## src/rv32_pkg.sv

```systemverilog
`default_nettype none

package rv32_pkg;

  // major opcodes, instr[6:0]
  localparam logic [6:0] OPC_OP     = 7'b0110011;
  localparam logic [6:0] OPC_OP_IMM = 7'b0010011;
  localparam logic [6:0] OPC_LOAD   = 7'b0000011;
  localparam logic [6:0] OPC_STORE  = 7'b0100011;
  localparam logic [6:0] OPC_BRANCH = 7'b1100011;
  localparam logic [6:0] OPC_LUI    = 7'b0110111;
  localparam logic [6:0] OPC_JAL    = 7'b1101111;
  localparam logic [6:0] OPC_SYSTEM = 7'b1110011;

  // funct3 field for the ALU groups
  localparam logic [2:0] F3_ADD_SUB = 3'b000;
  localparam logic [2:0] F3_SLL     = 3'b001;
  localparam logic [2:0] F3_SLT     = 3'b010;
  localparam logic [2:0] F3_SLTU    = 3'b011;
  localparam logic [2:0] F3_XOR     = 3'b100;
  localparam logic [2:0] F3_SRL_SRA = 3'b101;
  localparam logic [2:0] F3_OR      = 3'b110;
  localparam logic [2:0] F3_AND     = 3'b111;
  localparam logic [2:0] F3_BNE     = 3'b001; // beq is 3'b000

  localparam logic [31:0] RESET_PC = 32'h0000_0000; // first fetch address
  localparam int RAM_AW = 10; // word address bits
  localparam int RAM_WORDS = 1 << RAM_AW;

  typedef enum logic [2:0] {
    CLS_R,
    CLS_I,
    CLS_LOAD,
    CLS_STORE,
    CLS_BRANCH,
    CLS_LUI,
    CLS_JAL,
    CLS_HALT // ecall and anything unknown
  } instr_class_t;

  typedef enum logic [3:0] {
    ALU_ADD,
    ALU_SUB,
    ALU_AND,
    ALU_OR,
    ALU_XOR,
    ALU_SLT,
    ALU_SLTU,
    ALU_SLL,
    ALU_SRL,
    ALU_SRA,
    ALU_PASS_B // lui
  } alu_op_t;

endpackage

`default_nettype wire

```

## src/reg_file.sv

```systemverilog
`timescale 1ns/100ps
`default_nettype none

module reg_file (
  input  wire         clk,
  input  wire  [4:0]  rs1_idx,
  input  wire  [4:0]  rs2_idx,
  output logic [31:0] rs1_data,
  output logic [31:0] rs2_data,
  input  wire         wr_en,
  input  wire  [4:0]  rd_idx,
  input  wire  [31:0] rd_data
);

  logic [31:0] regs [0:31]; // entry 0 never written

  always_ff @(posedge clk) begin
    if (wr_en && (rd_idx != 5'd0)) begin
      regs[rd_idx] <= rd_data;
    end
  end

  // asynchronous reads, x0 forced to zero
  always_comb begin
    rs1_data = (rs1_idx == 5'd0) ? 32'd0 : regs[rs1_idx];
    rs2_data = (rs2_idx == 5'd0) ? 32'd0 : regs[rs2_idx];
  end

endmodule

`default_nettype wire

```

## src/alu.sv

```systemverilog
`timescale 1ns/100ps
`default_nettype none

module alu (
  input  wire rv32_pkg::alu_op_t op,
  input  wire  [31:0]            a,
  input  wire  [31:0]            b,
  output logic [31:0]            result,
  output logic                   equal
);

  logic [4:0] shamt;

  assign shamt = b[4:0]; // rv32 shifts use 5 bits

  always_comb begin
    case (op)
      rv32_pkg::ALU_ADD:    result = a + b;
      rv32_pkg::ALU_SUB:    result = a - b;
      rv32_pkg::ALU_AND:    result = a & b;
      rv32_pkg::ALU_OR:     result = a | b;
      rv32_pkg::ALU_XOR:    result = a ^ b;
      rv32_pkg::ALU_SLT:    result = {31'd0, $signed(a) < $signed(b)};
      rv32_pkg::ALU_SLTU:   result = {31'd0, a < b};
      rv32_pkg::ALU_SLL:    result = a << shamt;
      rv32_pkg::ALU_SRL:    result = a >> shamt;
      rv32_pkg::ALU_SRA:    result = $signed(a) >>> shamt; // sign fill
      rv32_pkg::ALU_PASS_B: result = b;
      default:              result = a + b;
    endcase
  end

  assign equal = (a == b); // beq / bne

endmodule

`default_nettype wire

```

## src/instr_decoder.sv

```systemverilog
`timescale 1ns/100ps
`default_nettype none

module instr_decoder (
  input  wire  [31:0]                instr,
  output rv32_pkg::instr_class_t     cls,
  output rv32_pkg::alu_op_t          alu_op,
  output logic [4:0]                 rs1_idx,
  output logic [4:0]                 rs2_idx,
  output logic [4:0]                 rd_idx,
  output logic [31:0]                imm,
  output logic                       use_imm,
  output logic                       branch_ne
);

  logic [6:0]  opcode;
  logic [2:0]  funct3;
  logic [31:0] imm_i, imm_s, imm_b, imm_j, imm_u;

  // reg_form enables sub; sra/srai always come from bit 30
  function automatic rv32_pkg::alu_op_t funct3_op(input logic [2:0] f3, input logic alt,
                                                  input logic reg_form);
    rv32_pkg::alu_op_t op;
    case (f3)
      rv32_pkg::F3_ADD_SUB: op = (alt && reg_form) ? rv32_pkg::ALU_SUB : rv32_pkg::ALU_ADD;
      rv32_pkg::F3_SLL:     op = rv32_pkg::ALU_SLL;
      rv32_pkg::F3_SLT:     op = rv32_pkg::ALU_SLT;
      rv32_pkg::F3_SLTU:    op = rv32_pkg::ALU_SLTU;
      rv32_pkg::F3_XOR:     op = rv32_pkg::ALU_XOR;
      rv32_pkg::F3_SRL_SRA: op = alt ? rv32_pkg::ALU_SRA : rv32_pkg::ALU_SRL;
      rv32_pkg::F3_OR:      op = rv32_pkg::ALU_OR;
      rv32_pkg::F3_AND:     op = rv32_pkg::ALU_AND;
      default:              op = rv32_pkg::ALU_ADD;
    endcase
    return op;
  endfunction

  assign opcode  = instr[6:0];
  assign funct3  = instr[14:12];
  assign rd_idx  = instr[11:7];
  assign rs1_idx = instr[19:15];
  assign rs2_idx = instr[24:20];

  assign imm_i = {{20{instr[31]}}, instr[31:20]};
  assign imm_s = {{20{instr[31]}}, instr[31:25], instr[11:7]};
  assign imm_b = {{19{instr[31]}}, instr[31], instr[7], instr[30:25], instr[11:8], 1'b0};
  assign imm_j = {{11{instr[31]}}, instr[31], instr[19:12], instr[20], instr[30:21], 1'b0};
  assign imm_u = {instr[31:12], 12'd0};

  assign branch_ne = (funct3 == rv32_pkg::F3_BNE);

  always_comb begin
    cls     = rv32_pkg::CLS_HALT;
    alu_op  = rv32_pkg::ALU_ADD; // address calc for lw/sw
    use_imm = 1'b1;
    imm     = imm_i;
    case (opcode)
      rv32_pkg::OPC_OP: begin
        cls     = rv32_pkg::CLS_R;
        alu_op  = funct3_op(funct3, instr[30], 1'b1);
        use_imm = 1'b0;
      end
      rv32_pkg::OPC_OP_IMM: begin
        cls    = rv32_pkg::CLS_I;
        alu_op = funct3_op(funct3, instr[30], 1'b0);
      end
      rv32_pkg::OPC_LOAD:  cls = rv32_pkg::CLS_LOAD;
      rv32_pkg::OPC_STORE: begin
        cls = rv32_pkg::CLS_STORE;
        imm = imm_s;
      end
      rv32_pkg::OPC_BRANCH: begin
        cls     = rv32_pkg::CLS_BRANCH;
        alu_op  = rv32_pkg::ALU_SUB;
        use_imm = 1'b0; // compare rs1 with rs2
        imm     = imm_b;
      end
      rv32_pkg::OPC_LUI: begin
        cls    = rv32_pkg::CLS_LUI;
        alu_op = rv32_pkg::ALU_PASS_B;
        imm    = imm_u;
      end
      rv32_pkg::OPC_JAL: begin
        cls = rv32_pkg::CLS_JAL;
        imm = imm_j;
      end
      rv32_pkg::OPC_SYSTEM: cls = rv32_pkg::CLS_HALT; // ecall stops the core
      default:              cls = rv32_pkg::CLS_HALT;
    endcase
  end

endmodule

`default_nettype wire

```

## src/multicycle_core.sv

```systemverilog
`timescale 1ns/100ps
`default_nettype none

module multicycle_core (
  input  wire         clk,
  input  wire         rst,
  input  wire         ena,
  output logic [31:0] mem_addr,
  output logic [31:0] mem_wr_data,
  output logic        mem_wr_en,
  input  wire  [31:0] mem_rd_data,
  output logic [31:0] pc,
  output logic        retired,
  output logic        halted
);

  typedef enum logic [3:0] {
    FETCH,
    FETCH_WAIT,
    DECODE,
    EXECUTE,
    WRITEBACK,
    MEM_ADDR,
    MEM_WAIT,
    MEM_WRITE,
    BRANCH_RESOLVE,
    HALTED
  } state_t;

  state_t state;

  logic [31:0] instr; // instruction register
  logic [31:0] opa_q, opb_q, rs2_q; // operands latched in decode
  logic [31:0] result_q, load_q;
  rv32_pkg::alu_op_t alu_op_q;
  logic [31:0] reg_valid; // registers written since reset

  rv32_pkg::instr_class_t cls;
  rv32_pkg::alu_op_t dec_alu_op;
  logic [4:0]  rs1_idx, rs2_idx, rd_idx;
  logic [31:0] imm;
  logic        use_imm, branch_ne;
  logic [31:0] rs1_raw, rs2_raw, rs1_val, rs2_val;
  logic [31:0] alu_result;
  logic        alu_equal;
  logic [31:0] pc_plus4, pc_target, wb_data;
  logic        wb_en, taken;

  instr_decoder u_decoder (
    .instr     (instr),
    .cls       (cls),
    .alu_op    (dec_alu_op),
    .rs1_idx   (rs1_idx),
    .rs2_idx   (rs2_idx),
    .rd_idx    (rd_idx),
    .imm       (imm),
    .use_imm   (use_imm),
    .branch_ne (branch_ne)
  );

  reg_file u_regs (
    .clk      (clk),
    .rs1_idx  (rs1_idx),
    .rs2_idx  (rs2_idx),
    .rs1_data (rs1_raw),
    .rs2_data (rs2_raw),
    .wr_en    (wb_en),
    .rd_idx   (rd_idx),
    .rd_data  (wb_data)
  );

  alu u_alu (
    .op     (alu_op_q),
    .a      (opa_q),
    .b      (opb_q),
    .result (alu_result),
    .equal  (alu_equal)
  );

  // unwritten registers read as zero after reset
  assign rs1_val = reg_valid[rs1_idx] ? rs1_raw : 32'd0;
  assign rs2_val = reg_valid[rs2_idx] ? rs2_raw : 32'd0;

  assign pc_plus4  = pc + 32'd4;
  assign pc_target = pc + imm; // branch and jal target
  assign taken     = alu_equal ^ branch_ne;

  always_comb begin
    case (cls)
      rv32_pkg::CLS_LOAD: wb_data = load_q;
      rv32_pkg::CLS_JAL:  wb_data = pc_plus4; // link address
      default:            wb_data = result_q;
    endcase
  end

  // data address held through the wait state so a stall keeps rd_data valid
  assign mem_addr = (state == MEM_ADDR || state == MEM_WAIT || state == MEM_WRITE) ?
                    result_q : pc;
  assign mem_wr_data = rs2_q;
  assign mem_wr_en   = ena && (state == MEM_WRITE);
  assign wb_en       = ena && (state == WRITEBACK);

  assign retired = ena && (state == WRITEBACK || state == MEM_WRITE ||
                           state == BRANCH_RESOLVE || (state == HALTED && !halted));

  always_ff @(posedge clk) begin
    if (rst) begin
      state     <= FETCH;
      pc        <= rv32_pkg::RESET_PC;
      halted    <= 1'b0;
      reg_valid <= 32'd0;
    end else if (ena) begin
      case (state)
        FETCH:      state <= FETCH_WAIT;
        FETCH_WAIT: state <= DECODE;
        DECODE:     state <= EXECUTE;
        EXECUTE: begin
          case (cls)
            rv32_pkg::CLS_LOAD:   state <= MEM_ADDR;
            rv32_pkg::CLS_STORE:  state <= MEM_WRITE;
            rv32_pkg::CLS_BRANCH: state <= BRANCH_RESOLVE;
            rv32_pkg::CLS_HALT:   state <= HALTED;
            default:              state <= WRITEBACK; // r, i, lui, jal
          endcase
        end
        MEM_ADDR: state <= MEM_WAIT;
        MEM_WAIT: state <= WRITEBACK;
        WRITEBACK: begin
          pc                <= (cls == rv32_pkg::CLS_JAL) ? pc_target : pc_plus4;
          reg_valid[rd_idx] <= 1'b1;
          state             <= FETCH;
        end
        MEM_WRITE: begin
          pc    <= pc_plus4;
          state <= FETCH;
        end
        BRANCH_RESOLVE: begin
          pc    <= taken ? pc_target : pc_plus4;
          state <= FETCH;
        end
        HALTED:  halted <= 1'b1; // stays here until reset
        default: state <= FETCH;
      endcase
    end
  end

  always_ff @(posedge clk) begin
    if (ena) begin
      if (state == FETCH_WAIT) begin
        instr <= mem_rd_data;
      end
      if (state == DECODE) begin
        opa_q    <= rs1_val;
        rs2_q    <= rs2_val; // store data
        opb_q    <= use_imm ? imm : rs2_val;
        alu_op_q <= dec_alu_op;
      end
      if (state == EXECUTE) begin
        result_q <= alu_result;
      end
      if (state == MEM_WAIT) begin
        load_q <= mem_rd_data;
      end
    end
  end

endmodule

`default_nettype wire

```

## config.mk

```make
export PLATFORM = sky130hd
export DESIGN_NAME = multicycle_core
export DESIGN_NICKNAME = d
export VERILOG_FILES = /design/src/rv32_pkg.sv /design/src/reg_file.sv /design/src/alu.sv /design/src/instr_decoder.sv /design/src/multicycle_core.sv
export SDC_FILE = /design/constraint.sdc
export NUM_CORES = 2
export LEC_CHECK = 0
export ABC_AREA = 1
export BUFFER_PORTS_ARGS = -buffer_cell sky130_fd_sc_hd__buf_2
export CORE_ASPECT_RATIO = 1.25
export CORE_MARGIN = 5
export CORE_UTILIZATION = 36
export CTS_CLUSTER_DIAMETER = 120
export CTS_CLUSTER_SIZE = 10
export DETAILED_ROUTE_END_ITERATION = 16
export PLACE_DENSITY = 0.57
export SETUP_SLACK_MARGIN = 0.15
export SLEW_MARGIN = 0
export SYNTH_ARGS = -nofsm -noshare
export SYNTH_HDL_FRONTEND = slang
export SYNTH_HIERARCHICAL = 1
export SYNTH_SLANG_ARGS = --single-unit
```

## constraint.sdc

```tcl
create_clock -name clk -period 6.2 [get_ports clk]
set_input_delay 0.62 -clock clk [delete_from_list [all_inputs] [get_ports clk]]
set_output_delay 0.62 -clock clk [all_outputs]
set_load 0.05 [all_outputs]
```

# --- Word level (Yosys, flattened, before mapping) ---
# Memories as Yosys holds them, arrays and structs flattened. A register that Yosys moved wholly into a read port is not among the register bits.
# Cells that the tools add are included.
op_classes:
  n_eq_ne: 39
  n_bitwise: 7
  shifts: 3
  muxes: 27
  n_addsub: 4
  order_cmp: 6
  reduce_logical: 28
ops:
  columns: ["op", "count"]
  rows:
  - ["32-bit one-hot mux with 10 select lines", 1]
  - ["32-bit two-way mux", 6]
  - ["31-bit one-hot mux with 4 select lines", 1]
  - ["32-bit one-hot mux with 3 select lines", 1]
  - ["32-bit adder", 2]
  - ["32-bit < comparator", 2]
  - ["32-bit bitwise OR", 2]
  - ["32-bit one-hot mux with 2 select lines", 1]
  - ["4-bit one-hot mux with 8 select lines", 2]
  - ["32-bit by 3-bit adder with 32-bit output (second input constant)", 1]
  - ["32-bit bitwise AND", 1]
  - ["32-bit == test", 1]
  - ["4-bit by 3-bit == test with 1-bit output (second input constant)", 8]
  - ["4-bit one-hot mux with 4 select lines", 2]
  - ["32-bit by 5-bit << shifter with 32-bit output", 1]
  - ["32-bit by 5-bit >> shifter with 32-bit output", 1]
  - ["32-bit by 5-bit >>> shifter with 32-bit output", 1]
  - ["32-bit subtractor", 1]
  - ["32-bit XOR", 1]
  - ["4-bit one-hot mux with 7 select lines", 1]
  - ["3-bit == test (second input constant)", 7]
  - ["7-bit by 6-bit == test with 1-bit output (second input constant)", 3]
  - ["3-bit one-hot mux with 7 select lines", 1]
  - ["4-bit == test (second input constant)", 5]
  - ["25 further kinds", 61]
totals:
  register_bits: 233
  out_inout_bits: 99
  in_bits: 35
  word_cells: 125
  memories: 1
  ram_bits: 1024
mem_list:
  columns: ["name", "words", "width", "read_ports", "rd_ports_with_merged_regs", "wr", "line_no", "rtl"]
  rows:
  - ["u_regs.regs", 32, 32, 2, 2, 1, "reg_file.sv:15", "logic [31:0] regs [0:31];"]

# --- Logic depth before layout (Yosys ltp) ---
logic_depth:
  depth_word: 5
  depth_mapped: 20
  ltp_nobuf: 19

# --- Modules after synthesis ---
# Netlist, hierarchy kept.
by_module_without_submodules:
  columns: ["mod", "seq_area_each_um2", "n_inst", "cells_each", "area_per_inst_um2"]
  rows:
  - ["reg_file", 30749.5, 1, 5972, 51687.1]
  - ["multicycle_core", 7267.0, 1, 1808, 14706.6]
  - ["alu", 0.0, 1, 2073, 10162.2]
  - ["instr_decoder", 0.0, 1, 171, 888.4]

# --- Worst setup path before layout ---
# Ideal clock, no wire load.
synth_timing:
  kind: "input to register"
  startpoint: "input ena"
  endpoint: "register alu_op_q[0] (enable)"
  setup_ns: 0.559
  cell_stages: 2
  required_time_ns: 5.641
  path_buffers: 0
  arrival_time_ns: 4.877
  setup_slack_ns: 0.764
  path_cell_list: "inv_2 > nor2_1"
synth_via:
  elab_chain_cells: 1
synth_rtl:
  columns: ["element", "line_no", "rtl"]
  rows:
  - ["start: declaration", "multicycle_core.sv:7", "input wire ena,"]
  - ["2-bit AND reduction (no source line)", null, null]
  - ["end signal: assignment", "multicycle_core.sv:156", "alu_op_q <= dec_alu_op;"]
  - ["end: declaration", "multicycle_core.sv:35", "rv32_pkg::alu_op_t alu_op_q;"]
# No other way between the ends.
# A chain may end at the register's enable or synchronous reset.

# --- Worst setup path after layout ---
layout_timing:
  startpoint: "register opa_q[11] (read register of u_regs.regs)"
  endpoint: "register pc[0]"
layout_via:
  elab_chain_cells: 4
layout_rtl:
  columns: ["element", "line_no", "rtl"]
  rows:
  - ["start: declaration", "multicycle_core.sv:33", "logic [31:0] opa_q, opb_q, rs2_q;"]
  - ["32-bit == test", "alu.sv:33", "assign equal = (a == b);"]
  - ["named net alu_equal", "multicycle_core.sv:45", "logic alu_equal;"]
  - ["1-bit XOR", "multicycle_core.sv:86", "assign taken = alu_equal ^ branch_ne;"]
  - ["32-bit two-way mux", "multicycle_core.sv:138", "pc <= taken ? pc_target : pc_plus4;"]
  - ["32-bit one-hot mux with 3 select lines", "multicycle_core.sv:113", "case (state)"]
  - ["end signal: assignment", "multicycle_core.sv:109", "pc <= rv32_pkg::RESET_PC;"]
  - ["end signal: assignment", "multicycle_core.sv:134", "pc <= pc_plus4;"]
  - ["end signal: assignment", "multicycle_core.sv:138", null]
  - ["end: declaration", "multicycle_core.sv:12", "output logic [31:0] pc,"]
# The timed path passes the listed nets, and every way through them passes these cells.

==> flow_summary.toml <==
[outcome]
status = "finished with violations"
violations = "capacitance limit, slew limit"

[synth]
ys_async_sr_fraction_pct = 0
synth_ff_type = "edfxtp_1"
yosysUniqueCellTypes = 60
yosys-top-cells-area = "edfxtp_1, nand2_1, nand3_1, nor2_1, o21ai_0"
synth_seq_area_share_pct = 49.1
synth.cell_area_um2 = 77400
synth.top_cell.area_share_pct = 47.3
synth_cells = 10000
yosys_warnings = 6
ys_ff_latch = 1289
synth_edf_count = 1220
synth_top_cell_by_area = "edfxtp_1"
synth.avg_cell_area_um2 = 7.73

[place]
hpwl_um = 241000
port_buffers = 133
gp_congestion = 1.06
dpl_worst_slack_ns = 1.40

[sta]
fin_ws_ns = 1.42
hold_ws_ns = 0.0238
setup_viol = 0
rsz0062_at_grt = "false"
hold_viol = 0
min_period_ns = 4.78
fmax_ghz = 0.209
slew_headroom_pct = -0.484
fin_setup_tns_ns = 0
tightest_slew_ns = 1.51
fin_skew_ns = 0.0335
period_share_pct = 77.1
drv_slew = 33

[clock_network]
cts_tree = "built"
cts_inserted_buffers = 147
htree_levels = 4
insertion_delay_ns = 0.84
clock_sinks = 1289
clkTransAtPathRegs_ns = 0.06
cts_root_buffer = "clkbuf_16"
clock_path_buffers = 3
post_cts_buffers = 0

[floorplanning]
core_area_um2 = 214000
start_util_pct = 36.2
row_count = 190
chipHeight_um = 529
die_area_um2 = 225000
die_width_um = 425
io-pin-count = 134

[drt]
vias_per_cell = 5.82
vias = 74600
detail_route.wl_per_cell_um = 28.5
antenna_left = 0
dr.first_iter.drc_count = 10100
drc = 0
drt_wl_total_um = 365000
first_pass_iters = 7

[pwr]
p_per_area_nw_per_um2 = 224
intPower_mw = 14.2
sequentialPowerShare_pct = 49.9
power_frac_clock_pct = 41.8
p_sw_share_pct = 25.5
ir_worst_vdd_mv = 0.296
comb_power_share_pct = 8.2
p_switching_mw = 4.86
p_leak_nw = 35.3

[grt]
grt_overflow = 0
grt_pass1_wl_um = 511000
busiest_layer = "met2"
grt_pass1_vias = 69300
grtUsageTotal_pct = 31.4
grt_util_met2_pct = 50.5
grt_start_max_net_pins = 180
gr-usage-met1_pct = 38.2
grtUsageMet3_pct = 6.22
antenna_found_initial = 24

[setup_path]
path_class = "reg2reg"
setup.worst_path.end_class = "register"
crit_top_cell = "nor2_1"
worstPathRequired_ns = 6.90
critPathSlowestCell = "nor4_1"
cp_slowest_stage_delay_ns = 0.87
reg2reg_slack_ns = 1.42
worst-endpoint-arrival_ns = 5.48
cp-start-kind = "register"
startpoint = "opa_q[11]"
crit_chain = "inv_1, ha_1, buf_4, nor2_1, nand2_1, nor2_1, nand4_1, nor4_1, xnor2_1, nand2_1, nand3_1, buf_4, inv_1, nand2_2, nor2_1, a211oi_1"
worstReg2RegStart = "opa_q[11]"
path_max_fanout = 30

[worst_hold_path]
hp-class = "in2reg"
min_from = "mem_rd_data[12]"

[cells_and_area]
final_layout_size_suffix_gt1_share_pct = 6.46
layout.nets = 10100
syn2layout_area_growth_pct = 9.78

[flow_run]
cap_violations = 1
final cells by class:
| type | instances | area (µm²) |
|---|---|---|
| antenna | 12 | 30.0 |
| clock inverter | 14 | 272 |
| tap | 2880 | 3600 |
| timing repair buffer | 307 | 2340 |
| sequential | 1289 | 38000 |
| inverter | 705 | 2710 |
| multi-input combinational | 7457 | 34300 |
| fill | 21500 | 129000 |
| clock buffer | 165 | 3790 |
flip-flops by register name, indices dropped and copies added (netlist names):
name and flops:
reg_valid 32, u_regs/regs 1024, result_q 32, alu_op_q 4
state 4, pc 32, load_q 32, halted 1
opa_q 32, instr 32, mem_wr_data 32, opb_q 32
metrics by stage:
step | utilization, % | instance area [µm²] | total power [mW] | std cells
2_1_floorplan | - | 77600 | 10.6 | 10100
3_3_place_gp | 37.7 | 80800 | 11.2 | 12600
3_5_place_dp | 37.7 | 80800 | 11.2 | 12600
4_1_cts | 39.7 | 85000 | 19.1 | 12800
5_1_grt | 39.7 | 85000 | 19.6 | 12800
6_report | 39.7 | 85000 | 19.1 | 12800
cells by family after synthesis:
group / after synthesis / synth area share [%]
AOI/OAI and AO/OA: 1189 / 8.18
xor gates and xnor gates: 25 / 0.283
adders and majority gates: 132 / 2.16
buffers and inverters: 1309 / 7.29
DFF: 1289 / 49.1
muxes: 8 / 0.116
other: 1 / 0.00484
and+or+nand+nor: 6071 / 32.9
cell usage in the layout (no fill, tap or decap), types with 47 or more instances in the layout:
cell / n
a21oi_1: 420
buf_2: 133
buf_4: 138
clkbuf_16: 149
dfxtp_1: 69
edfxtp_1: 1220
ha_1: 129
inv_1: 673
nand2_1: 3353
nand3_1: 1438
nand4_1: 57
nor2_1: 1018
nor2_4: 72
nor3_1: 47
o21ai_0: 528
o21ai_1: 68
critical path, delay by kind of cell (launching register included):
| family | cells | cell delay, ns |
|---|---|---|
| fa+ha+maj | 1 | 0.31 |
| buf+inv | 4 | 1.31 |
| simple gates | 9 | 2.30 |
| xor+xnor | 1 | 0.19 |
| flops | 1 | 0.44 |
| compound gates | 1 | 0.05 |
power by group through the flow:
| stage | Sequential [mW] | Combinational [mW] | Clock (mW) |
|---|---|---|---|
| 2_1_floorplan | 9.69 | 0.916 | 0 |
| 3_3_place_gp | 9.70 | 1.51 | 0 |
| 3_5_place_dp | 9.70 | 1.51 | 0 |
| 4_1_cts | 9.52 | 1.52 | 8.07 |
| 5_1_grt | 9.52 | 1.67 | 8.39 |
| 6_report | 9.52 | 1.57 | 7.98 |
synthesized netlist by cell type, types with 3 or more instances:
cell / n
buf_2: 219
inv_1: 683
nand3_1: 1439
nor2_4: 36
nand3_2: 5
ha_1: 129
nor2_8: 5
nor3_4: 4
nand2_2: 5
buf_4: 46
o221ai_1: 5
edfxtp_1: 1220
a31oi_1: 7
o211ai_1: 38
buf_1: 95
xor2_1: 18
nor3_1: 49
o21bai_1: 13
nand2_1: 3355
o21ai_0: 538
xnor2_1: 7
o21a_1: 9
dfxtp_1: 69
buf_12: 4
inv_4: 4
o22ai_1: 41
a21oi_1: 420
nand3b_1: 7
nor2_1: 1055
inv_2: 17
nand2_4: 6
a221oi_2: 3
mux2_2: 8
o21ai_1: 67
and3_1: 10
and2_1: 12
nand4_1: 57
clkbuf_1: 212
nor2_2: 13
a21o_1: 3
fa_1: 3
buf_6: 24
a22oi_1: 30
or2_2: 7
a211oi_1: 7
per-layer routing:
metal | vias up | share of wire (%)
li1 | 33000 | -
met1 | 35700 | 36
met2 | 4844 | 46
met3 | 1129 | 9.9
met4 | 12 | 8.1
met5 | - | 0.022
timing repair:
action	in CTS	in global routing
endpoints found under the hold margin	18	0
gates resized for setup	0	0
hold buffers	9	0
final timing paths:
path           endpoint  depth (start not counted)
max               pc[0]                         16
min          load_q[12]                          1
max reg2reg       pc[0]                         16
min reg2reg      halted                          2
Note: power is estimated with default switching activity, not from simulation.
